### config.mk
export PLATFORM = sky130hd
export DESIGN_NAME = wb_buffer
export DESIGN_NICKNAME = d
export VERILOG_FILES = /design/src/cache_geom_pkg.sv /design/src/cache_bus_pkg.sv /design/src/wb_buffer.sv
export SDC_FILE = /design/constraint.sdc
export NUM_CORES = 1
export LEC_CHECK = 0
export BUFFER_PORTS_ARGS = -buffer_cell sky130_fd_sc_hd__buf_4
export CORE_AREA = 3 3 228 230
export DETAILED_ROUTE_END_ITERATION = 12
export DIE_AREA = 0 0 231 233
export PLACE_DENSITY = 0.52
export SYNTH_ARGS = -nofsm -noshare
export SYNTH_HDL_FRONTEND = slang
export SYNTH_SLANG_ARGS = --single-unit
### constraint.sdc
create_clock -name clk -period 0.8 [get_ports clk]
set_input_delay 0.16 -clock clk [delete_from_list [all_inputs] [get_ports clk]]
set_output_delay 0.16 -clock clk [all_outputs]
set_load 0.03 [all_outputs]
### src/cache_geom_pkg.sv
`default_nettype none

package cache_geom_pkg;

    localparam int NUM_WAYS   = 2;
    localparam int NUM_SETS   = 128;
    localparam int LINE_WORDS = 8;

    localparam int TAG_W   = 20;
    localparam int INDEX_W = 7;
    localparam int WOFF_W  = 3;

    typedef logic [31:0]               word_t;
    typedef logic [LINE_WORDS*32-1:0]  line_t;   // word 0 in low bits
    typedef logic [TAG_W-1:0]          tag_t;
    typedef logic [INDEX_W-1:0]        index_t;
    typedef logic [3:0]                strb_t;

    typedef struct packed {
        tag_t              tag;
        index_t            index;
        logic [WOFF_W-1:0] woff;
        logic [1:0]        boff;
    } addr_fields_t;

    // lookup uses the fields, memory requests use the raw word
    typedef union packed {
        logic [31:0]  raw;
        addr_fields_t f;
    } addr_u;

    typedef struct packed {
        logic valid;
        tag_t tag;
    } tagv_t;

endpackage

`default_nettype wire
### src/cache_bus_pkg.sv
`default_nettype none

package cache_bus_pkg;

    import cache_geom_pkg::*;

    typedef struct packed {
        logic  we;      // 1 = store
        addr_u addr;
        strb_t strb;
        word_t wdata;
    } cpu_req_t;

    typedef struct packed {
        logic  data_ok;
        word_t rdata;
    } cpu_resp_t;

    typedef struct packed {
        logic  req;
        addr_u addr;    // line aligned
    } mem_rd_req_t;

    typedef struct packed {
        logic  req;
        addr_u addr;    // line aligned
        line_t data;
    } mem_wr_req_t;

    typedef struct packed {
        index_t                     index;
        logic [NUM_WAYS-1:0]        way_en;
        strb_t [LINE_WORDS-1:0]     strb;    // byte enables per word
        line_t                      line;
        tagv_t                      tagv;
    } arr_wr_t;

    typedef struct packed {
        logic   hit_en;
        logic   hit_way;
        logic   fill_en;
        logic   fill_way;
        index_t index;
        logic   store;
    } repl_upd_t;

endpackage

`default_nettype wire

### src/wb_buffer.sv
`default_nettype none
`timescale 1ns/100ps

module wb_buffer import cache_geom_pkg::*, cache_bus_pkg::*; (
    input  logic        clk,
    input  logic        reset,
    input  logic        capture_i,
    input  addr_u       addr_i,
    input  line_t       line_i,
    output logic        busy_o,
    output mem_wr_req_t wr_req_o,
    input  logic        wr_rdy_i,
    input  logic        bvalid_i
);

    logic  busy_q;
    logic  req_q;
    addr_u addr_q;
    line_t line_q;

    always_ff @(posedge clk) begin
        if (reset) begin
            busy_q <= 1'b0;
            req_q  <= 1'b0;
        end else if (capture_i) begin
            busy_q <= 1'b1;
            req_q  <= 1'b1;
        end else begin
            if (req_q && wr_rdy_i) req_q <= 1'b0;    // request taken
            if (bvalid_i) busy_q <= 1'b0;            // write done
        end
    end

    always_ff @(posedge clk) begin
        if (capture_i) begin
            addr_q <= addr_i;
            line_q <= line_i;
        end
    end

    assign busy_o        = busy_q;
    assign wr_req_o.req  = req_q;
    assign wr_req_o.addr = addr_q;
    assign wr_req_o.data = line_q;

endmodule

`default_nettype wire

# Word-level counts from Yosys, hierarchy flattened

Cells that the tools add are included.

Flip-flop bits (word level): 290
Input bits: 293

Mux-type cells: 4
Reduce and logical (&&, ||, !) cells: 3

Operators by type and width:

| operator           | count |
|---|---|
| 1-bit two-way mux  | 4 |
| 2-bit nonzero test | 2 |
| 1-bit logical AND  | 1 |

# Depth between registers and ports, before layout

Depth in word-level cells: 3
Depth in mapped cells: 2

# Worst setup path before layout

OpenSTA, ideal clock, no wires.

Kind: reg2reg
Start point: reg, netlist name busy_o
End point: reg busy_q (netlist: busy_o)
Arrival: 0.686 ns
Slack: 0.044 ns
Stages on the path, launching flop included: 3
Path buffers: 0
Period minus slack after synthesis: 0.756 ns
Cells stage by stage: dfxtp_1 -> nand2b_1 -> a21oi_1

RTL lines:

| element                | RTL line        | text |
|---|---|---|
| end signal: assignment | wb_buffer.sv:23 | `busy_q <= 1'b0;` |
| end signal: assignment | wb_buffer.sv:26 | `busy_q <= 1'b1;` |
| end signal: assignment | wb_buffer.sv:30 | `if (bvalid_i) busy_q <= 1'b0;` |
| end: declaration       | wb_buffer.sv:16 | `logic busy_q;` |

# Worst setup path after layout

Start point: reg line_q[58]
End point: out wr_req_o[58] in the netlist's numbering

RTL lines:

| element                  | RTL line        | text |
|---|---|---|
| start: declaration       | wb_buffer.sv:19 | `line_t line_q;` |
| start signal: assignment | wb_buffer.sv:37 | `line_q <= line_i;` |
| end: declaration         | wb_buffer.sv:11 | `output mem_wr_req_t wr_req_o,` |

No word-level cell between the ends.

==> summary.md <==
| Metric | Value |
|---|---|
| Row count | 82 |
| Vias | roughly 6900 |
| Worst path bufs/invs | 1 |
| Final TNS setup | -120640 ps |
| Router iterations before antenna repair | 5 |
| Static Leak | 7.94 nW |
| Clk_lat worst skew | 520 ps |
| Worst clock skew | 0 ps |
| RSZ-0062 raised after global routing | true |
| Clock Sink Count | 290 |
| ANT cells | 0 |
| CP cell instances | buf_6 |
| Fmax | 0.768 GHz |
| Tmin final | 1300 ps |
| Iter 0 DRT Violations | 215 |
| Peak supply drop | 1.69 mV |
| Hold_sp | capture_i |
| CP top delay family | flip-flops |
| Drt total wl | 33900 um |
| Wire per inst | between 15 and 20 um |
| Reg2Reg Launch Point | req_q$_SDFFE_PP0P_ |
| Filler Cell Count | between 4000 and 5000 |
| Class of the worst hold path | primary input to flop |
| Internal reg-to-reg setup slack | 100 ps |
| H-tree levels | 2 |
| CTS tree | yes |
| Post-synth cell types | 6 |
| GRT Util Overall | 12.0% |
| Avg Vias per Cell | 3.56 |
| CP Capture Type | output pin |
| Total CTS buffers | 34 |
| Die width | 231 um |
| Worst-path clk slew | 50 ps |
| Critical path type | flop to output pin |
| First-pass GRT wire length | roughly 48000 um |
| Synth Instances | 296 |
| CTS Buffer Depth | 3 |
| GRT overflow | 0 |
| CP max-delay cell | edfxtp_1 |
| Largest net degree at the start of global routing | 29 |
| Multi-input gate area | approximately 23 um2 |
| Data required, critical path | 640 ps |
| Max stage delay on crit path | 450 ps |
| Initial antenna violation count | 2 |
| Dpl hpwl | 23700 um |
| DRC Markers | 0 |
| Yosys warning count | 0 |
| Layout cell share with drive strength beyond 1 | 52.6% |
| Result of the run | finished with violations |
| Die Height | 233 um |
| Final setup viols | 290 |
| Fin nets | 1531 |
| Final Core Density | 38.6% |
| Max-Cap Viols | 0 |
| Buffers added on ports | 582 |
| Root buf cell | clkbuf_16 |
| GP Congestion | roughly 0.8 |
| Levels on crit path | 1 |
| Max Slew Vio Count | 0 |
| Vias in the first global route | around 8000 |
| Arr. time, crit path | 1140 ps |
| Initial Util | 17.4% |
| Worst setup startpoint | line_q[58]$_DFFE_PP_ |
| Crit share post-route | 163% |
| Pwr dens | 2130 nW/um2 |
| Post-synthesis register bit count | 290 |
| Register area | 8690 um2 |
| Syn_nets | 589 |
| Final setup margin | -503 ps |
| Inst Count DP | 1580 |
| FF-to-FF path depth | 3 |
| Area delta synth->final | 122% |
| Full die area | 53800 um2 |
| Failing checks | negative setup slack |
| Cell Area, Synth | 8720 um2 |
| I/O pins | 583 |
| Relative slew slack | 87.8% |
| Register area share after synthesis | 99.6% |
| Post-synthesis average cell area | roughly 29 um2 |
| Core area | 50100 um2 |
| Final Hold Viols | 0 |
| Crit path launch type | flop |
| Worst-Margin Slew | around 180 ps |
| Non-filler cells in the finished layout | 1932 |
| Routed Antenna Nets | 0 |
| Critical Path Sink | wr_req_o[58] |
| Reg-to-Reg End | req_q$_SDFFE_PP0P_ |
| CP max FO | 1 |
[sequential cells by signal, summed over array words and instances (netlist names)]
name	flops
addr_q	32
busy_o	1
line_q	256
req_q	1
[where the power goes]
part,total (W),internal (W),switching [W]
sequential,0.0187,0.0181,0.000601
clock,0.0146,0.00868,0.00594
combinational,0.00795,0.00407,0.00388
[cell usage in the layout (no fill, tap or decap)]
cell / instances
clkbuf_16: 37
inv_1: 1
clkinv_2: 6
buf_12: 7
clkinv_1: 6
buf_6: 290
edfxtp_1: 288
buf_8: 1
nand2b_1: 2
buf_4: 317
clkinv_4: 2
bufinv_16: 1
dfxtp_2: 2
a21oi_1: 2
clkbuf_1: 6
dlygate4sd3_1: 292
[cells by family after synthesis]
kind of cell	count (synthesis)	synth area share, %
flip-flops	290	99.6
AND/OR/NAND/NOR	2	0.143
AO/OA/AOI/OAI	2	0.115
buffers and inverters	2	0.129
[through the flow]
| stage | total power (W) | hold slack, ps | cell area [um2] | setup slack [ps] |
|---|---|---|---|---|
| 3_5_place_dp | 0.0248 | 334 | 14300 | -195 |
| 2_1_floorplan | 0.0212 | 229 | 8720 | 44.0 |
| 4_1_cts | 0.0419 | 143 | 19300 | -547 |
| 6_report | 0.0413 | 185 | 19300 | -503 |
| 3_3_place_gp | 0.0248 | 337 | 14300 | -187 |
| 5_1_grt | 0.0429 | 170 | 19300 | -543 |
[cells in the mapped netlist (all sizes together)]
cell	n	area [um2]
a21oi	2	10.0
buf	1	7.51
dfxtp	2	40.0
edfxtp	288	8650
inv	1	3.75
nand2b	2	12.5
[per-layer routing]
metal,GRT usage (%),up-vias,wire length (um),part of all wire (%)
li1,-,3100,-,-
met2,21.9,368,17900,53
met1,12.2,3325,11500,34
met5,0,-,0,0
met4,5.15,0,1210,3.6
met3,4.65,78,3180,9.4
[how the worst min path moves through the flow]
stage | depth (start not counted) | endpoint | slack (ps)
global placement | 2 | req_q$_SDFFE_PP0P_ | 340
CTS | 3 | line_q[29]$_DFFE_PP_ | 140
global route | 3 | line_q[29]$_DFFE_PP_ | 170
finish | 3 | line_q[152]$_DFFE_PP_ | 180
floorplan | 1 | busy_o$_SDFFE_PP0P_ | 230
detailed placement | 2 | busy_o$_SDFFE_PP0P_ | 330
[area by class of cell]
class / instances / area share, %
clock buffer: 43 / 4.91
inverter: 1 / 0.0194
sequential: 290 / 45.0
timing repair buffer: 907 / 45.1
tap: 672 / 4.35
clock inverter: 15 / 0.518
multi-input combinational: 4 / 0.117
[what timing repair did]
item                                   CTS  global route
cloned                                   0             0
resized for setup                      292             0
setup endpoints to repair              290           290
hold buffers                           292             0
setup buffers                            0             2
endpoints found under the hold margin  292             0
[worst register-to-register path, cell delays in order, from the launching register on]
cell      delay (ps)
dfxtp_2          330
buf_4            100
nand2b_1          50
a21oi_1          150
Power figures use the tool's default switching activity.
