`src/cache_geom_pkg.sv`:
```
`default_nettype none

package cache_geom_pkg;

    localparam int NUM_WAYS   = 2;
    localparam int NUM_SETS   = 128;
    localparam int LINE_WORDS = 8;

    localparam int TAG_W   = 20;
    localparam int INDEX_W = 7;
    localparam int WOFF_W  = 3;

    typedef logic [31:0]               word_t;
    typedef logic [LINE_WORDS*32-1:0]  line_t;   // word 0 in low bits
    typedef logic [TAG_W-1:0]          tag_t;
    typedef logic [INDEX_W-1:0]        index_t;
    typedef logic [3:0]                strb_t;

    typedef struct packed {
        tag_t              tag;
        index_t            index;
        logic [WOFF_W-1:0] woff;
        logic [1:0]        boff;
    } addr_fields_t;

    // lookup uses the fields, memory requests use the raw word
    typedef union packed {
        logic [31:0]  raw;
        addr_fields_t f;
    } addr_u;

    typedef struct packed {
        logic valid;
        tag_t tag;
    } tagv_t;

endpackage

`default_nettype wire
```
`src/cache_bus_pkg.sv`:
```
`default_nettype none

package cache_bus_pkg;

    import cache_geom_pkg::*;

    typedef struct packed {
        logic  we;      // 1 = store
        addr_u addr;
        strb_t strb;
        word_t wdata;
    } cpu_req_t;

    typedef struct packed {
        logic  data_ok;
        word_t rdata;
    } cpu_resp_t;

    typedef struct packed {
        logic  req;
        addr_u addr;    // line aligned
    } mem_rd_req_t;

    typedef struct packed {
        logic  req;
        addr_u addr;    // line aligned
        line_t data;
    } mem_wr_req_t;

    typedef struct packed {
        index_t                     index;
        logic [NUM_WAYS-1:0]        way_en;
        strb_t [LINE_WORDS-1:0]     strb;    // byte enables per word
        line_t                      line;
        tagv_t                      tagv;
    } arr_wr_t;

    typedef struct packed {
        logic   hit_en;
        logic   hit_way;
        logic   fill_en;
        logic   fill_way;
        index_t index;
        logic   store;
    } repl_upd_t;

endpackage

`default_nettype wire

```
`src/repl_state.sv`:
```
`default_nettype none
`timescale 1ns/100ps

module repl_state import cache_geom_pkg::*, cache_bus_pkg::*; (
    input  logic      clk,
    input  logic      reset,
    input  repl_upd_t upd_i,
    input  index_t    index_i,
    output logic      victim_way_o,
    output logic      victim_dirty_o
);

    logic [NUM_SETS-1:0]                lru_q;     // way to replace next
    logic [NUM_WAYS-1:0][NUM_SETS-1:0]  dirty_q;
    logic                               upd_way;

    assign upd_way = upd_i.hit_en ? upd_i.hit_way : upd_i.fill_way;

    always_ff @(posedge clk) begin
        if (reset) begin
            lru_q   <= '0;
            dirty_q <= '0;
        end else if (upd_i.hit_en || upd_i.fill_en) begin
            lru_q[upd_i.index] <= ~upd_way;
            if (upd_i.store) begin
                dirty_q[upd_way][upd_i.index] <= 1'b1;
            end else if (upd_i.fill_en) begin
                dirty_q[upd_way][upd_i.index] <= 1'b0;   // clean refill
            end
        end
    end

    assign victim_way_o   = lru_q[index_i];
    assign victim_dirty_o = dirty_q[victim_way_o][index_i];

endmodule

`default_nettype wire

```
`config.mk`:
```
export PLATFORM = sky130hd
export DESIGN_NAME = repl_state
export DESIGN_NICKNAME = d
export VERILOG_FILES = /design/src/cache_geom_pkg.sv /design/src/cache_bus_pkg.sv /design/src/repl_state.sv
export SDC_FILE = /design/constraint.sdc
export NUM_CORES = 1
export LEC_CHECK = 0
export ABC_AREA = 1
export BUFFER_PORTS_ARGS = -buffer_cell sky130_fd_sc_hd__buf_4
export CELL_PAD_IN_SITES_DETAIL_PLACEMENT = 0
export CELL_PAD_IN_SITES_GLOBAL_PLACEMENT = 1
export CORE_MARGIN = 2
export CORE_UTILIZATION = 45
export CTS_BUF_LIST = sky130_fd_sc_hd__clkbuf_4 sky130_fd_sc_hd__clkbuf_8 sky130_fd_sc_hd__clkbuf_16
export DETAILED_ROUTE_END_ITERATION = 16
export PLACE_DENSITY = 0.86
export SKIP_CTS_REPAIR_TIMING = 1
export SLEW_MARGIN = 25
export SYNTH_ARGS = -nofsm -noshare
export SYNTH_HDL_FRONTEND = slang
export SYNTH_SLANG_ARGS = --single-unit
```
`constraint.sdc`:
```
create_clock -name clk -period 3.75 [get_ports clk]
set_input_delay 0.5625 -clock clk [delete_from_list [all_inputs] [get_ports clk]]
set_output_delay 0.5625 -clock clk [all_outputs]
set_load 0.03 [all_outputs]
```
After elaboration in Yosys (flattened, before gate mapping). Cells that the tools add are included. Widths: inputs -> output; s select.

Register bits: 384. Latch bits: 0. Memory bits (writable): 0. ROM bits: 0. Input bits: 21. Output and inout bits: 2. Word-level logic and storage cells: 32. Memories kept: 0.

$add $sub $neg: 0. $mul: 0. Divide/modulo/power cells: 0. Magnitude comparators: 6. Eq/ne operators: 0. Shifts and indexed selects: 0. Multiplexer cells: 14. Bitwise operators: 4. Reductions and logical operators: 5.

Operators with widths (number): $mux 256 (2); $mux 128 (3); $and 256x256->256 (1); $not 256->256 (1); $or 256x256->256 (1); $bwmux 128 (1); $demux 128 s1 (1); $lt 7x8->1 const B (2); $bmux 1 s7 (2); $demux 1 s7 (1); $ge 7x1->1 const B (1); $lt 1x2->1 const B (2); $mux 1 (4); $logic_and 1x1->1 (2); $reduce_and 2->1 (1); $reduce_bool 2->1 (1); $ge 1x1->1 const B (1); $logic_or 1x1->1 (1); $not 1->1 (1).

Depth between registers and ports, before layout.
Depth in word-level cells: 10. Depth in mapped cells: 24.

Least setup slack after synthesis. Ideal clock, no wire load.

Path type: input to output. From: input port index_i[0]. To: output port victim_dirty_o. Data arrival time: 2.649 ns. Required time: 3.188 ns. Slack: 0.538 ns. Stages: 23. Cell sequence: inv_2 -> clkbuf_1 -> nand2_1 -> nand3_1 -> nand3_1 -> nand3_1 -> nand2_1 -> nand2_1 -> nand3_1 -> nand3_2 -> nand2_4 -> inv_1 -> buf_2 -> nand2_1 -> nand2_1 -> nand2_1 -> nand3_1 -> nand3_1 -> nand3_1 -> nand3_1 -> nand3_1 -> nand3_1 -> nand2_1.

Word-level cells in the longest chain between the ends: 6.

RTL lines: from (decl) (RTL line repl_state.sv:8) `input index_t index_i,`; $bmux 1 s7 (RTL line repl_state.sv:33) `assign victim_way_o = lru_q[index_i];`; $mux 1 (not written as such) (RTL line repl_state.sv:33); net victim_way_o (RTL line repl_state.sv:9) `output logic victim_way_o,`; $mux 128 (not written as such) (2 in series) (RTL line repl_state.sv:34) `assign victim_dirty_o = dirty_q[victim_way_o][index_i];`; $bmux 1 s7 (RTL line repl_state.sv:34); $mux 1 (not written as such) (RTL line repl_state.sv:34); to (decl) (RTL line repl_state.sv:10) `output logic victim_dirty_o`.

The timed path passes the listed nets, and every way through them passes these cells. The select of a mux whose other input is x is not followed.

Worst setup path in the final report.
From: input port index_i[0]. To: output port victim_dirty_o.

Word-level cells in the longest chain between the ends: 6.

RTL lines (RTL line): $bmux 1 s7 (repl_state.sv:33); $mux 1 (not written as such) (repl_state.sv:33); $mux 128 (not written as such) (2 in series) (repl_state.sv:34); $bmux 1 s7 * (repl_state.sv:34); $mux 1 (not written as such) * (repl_state.sv:34).

Mark *: on every way between the ends. The rest lies on a longest branch, timed or not. The select of a mux whose other input is x is not followed.

==> metrics.txt <==
DP HPWL=about 40000 um; final setup margin=-0.185 ns; worst-path cell chain=buf_16 > buf_12 > buf_12 > nand2_1 > nand3_1 > nand3_1 > nand3_2 > nand2_1 > nand2_1 > nand3_2 > nand3_4 > buf_6 > buf_12 > clkbuf_16 > nand3b_1 > nand3_1 > nand3_1 > nand3_1 > nand3_1 > nand3_2 > nand3_2 > nand3_4 > nand2_4 > buf_6; CP Launch Type=input pin; Cells after Synth=slightly below 3000; most frequent cells in the layout=nand2_1 (651), dfxtp_1 (384), nand3_1 (358); FMAX=254 MHz; final slew viol count=0; GRT Residual Overflow=0; Worst Reg-to-Reg Cells=2; WS Path Type=input pin to output port; crit-path max FO=8; Leak Pwr=~0.008 uW; Synth cell types=26; final period utilization=105%; Top FF cell, synth=dfxtp_1; number of global-route vias before repair=~20000; Die Footprint=roughly 45000 sq um; slowest stage cell, crit path=buf_6; Crit. End Element=output port; Placed Instance Area=between 20000 and 25000 sq um; Starting Density=approximately 45%; final wirelength=roughly 72000 um; most used cell, CP=nand3_1; fin area=around 24000 sq um; Tmin final=around 3.9 ns; CP required=3.19 ns; share of cells above drive strength 1=between 10% and 20%; final number of setup-violating endpoints=1; cell area power density=between 400 and 500 nW/um^2; commonest non-fill, non-tap cell in the layout=nand2_1; Clk Latency, worst-skew pair=slightly below 0.6 ns; Seq/Total Area, Yosys=between 30% and 40%; failing checks=setup timing; Max-Cap Viols=0; Vias/cell=just under 6; pin count of the biggest net entering global routing=between 150 and 200; area delta synth->final=20.4%; Synth Net Count=about 3000; Antenna Violating Nets Remaining=0; WHS Path Cells=3; dpl cells=3471; Reg clk slew, reported paths=about 0.060 ns; chip width=212 um; ys async rst share=0%; flop and latch count out of synthesis=384; antenna cells=0; worst hold start=upd_i[0]; Layout Skew=0 ns; Hold/Removal Path Class=input pin to flip-flop; Die Y=between 200 and 250 um; H-tree depth=2; EDFF count, synth=0; global-route wire length before repair=between 100000 and 150000 um; CTS buffer count=43; final hold violation count=0; io pins=23; CTS tree=yes; clk sink count=384; drt pass-1 iters=8; Layout Cells excl Fill=around 3600; Core Region=43000 sq um; Worst VDD drop=between 0.2 and 0.3 mV; arrival time worst endpoint=3.37 ns; Bufs on Longest Clock Path=3; DR WL/cell=about 20 um; fin nets=3000; Buffers on Ports=22; final RePlAce weighted congestion=slightly below 0.9; row cnt=76; Least-Margin Pin Slew=approximately 0.93 ns; GRT Total Usage=~30%; unrepaired setup endpoints after global routing=yes; max incr delay on CP=0.21 ns; final hold slack=0.342 ns; Syn. warnings=0; initial antenna violation count=0; area of the mapped netlist=around 20000 sq um; crit path from=index_i[0]; status=finished, violations left; clk root buf=clkbuf_16; total number of vias=between 20000 and 25000; Remaining DRCs=0; DR iter-0 viols=2586; Slew headroom=37.8%; syn avg cell area=around 6.5 sq um
-- critical path, delay by kind of cell --
| kind | cells | cell delay [ns] |
|---|---|---|
| buffers and inverters | 7 | 1.07 |
| AND/OR/NAND/NOR | 17 | 1.70 |
-- stage by stage --
step / setup TNS (ns) / utilization, % / power [uW] / worst slack (ns)
final: -0.185 / 54.7 / 9950 / -0.185
after global routing: -0.284 / 54.7 / 10200 / -0.284
after CTS: -0.446 / 51.6 / 9670 / -0.446
after detailed placement: -0.420 / 48.3 / 5330 / -0.420
after global placement: -0.405 / 48.3 / 5320 / -0.405
after floorplan: 0 / - / 4860 / 0.538
-- layer usage --
layer / part of all wire (%) / GRT usage [%] / up-vias
met5: 0 / 0 / -
met1: 42 / 38.9 / 9921
li1: - / - / 9935
met3: 9.1 / 5.75 / 215
met2: 45 / 48.1 / 1020
met4: 4.5 / 12.7 / 0
-- synthesized netlist by cell type, drive strengths merged (49+ instances only) --
master / number / area, sq um
nor3: 53 / 265
nor2: 286 / 1070
buf: 71 / 387
nand3b: 49 / 368
o21ai: 174 / 871
nand3: 414 / 2080
a21oi: 287 / 1440
dfxtp: 384 / 7690
a211oi: 77 / 578
clkbuf: 169 / 636
nand2: 654 / 2460
inv: 269 / 1010
-- final cells by class --
cell class,count,area [sq um]
sequential,384,7690
multi-input combinational,2088,10200
timing repair buffer,188,2370
inverter,274,1060
fill,4120,19500
clock inverter,11,130
clock buffer,64,1320
tap,585,732
-- report_power, final --
group | switching (uW) | internal [uW]
sequential | 5.58 | 4090
clock | 1760 | 2630
combinational | 974 | 492
-- cell families (layout without fill, tap and decap cells) --
family | Yosys count | count (layout) | synth area share (%)
buffers and inverters | 514 | 537 | 10.5
AOI/OAI and AO/OA | 600 | 600 | 17.2
and+or+nand+nor | 1486 | 1488 | 33.0
DFF | 384 | 384 | 39.3
-- final timing paths --
check                         to  slack (ns)
setup / recovery  victim_dirty_o       -0.18
hold / removal         flip-flop        0.34
hold reg to reg        lru_q[28]        0.46
setup reg to reg       flip-flop        3.02
Power figures use the tool's default switching activity.
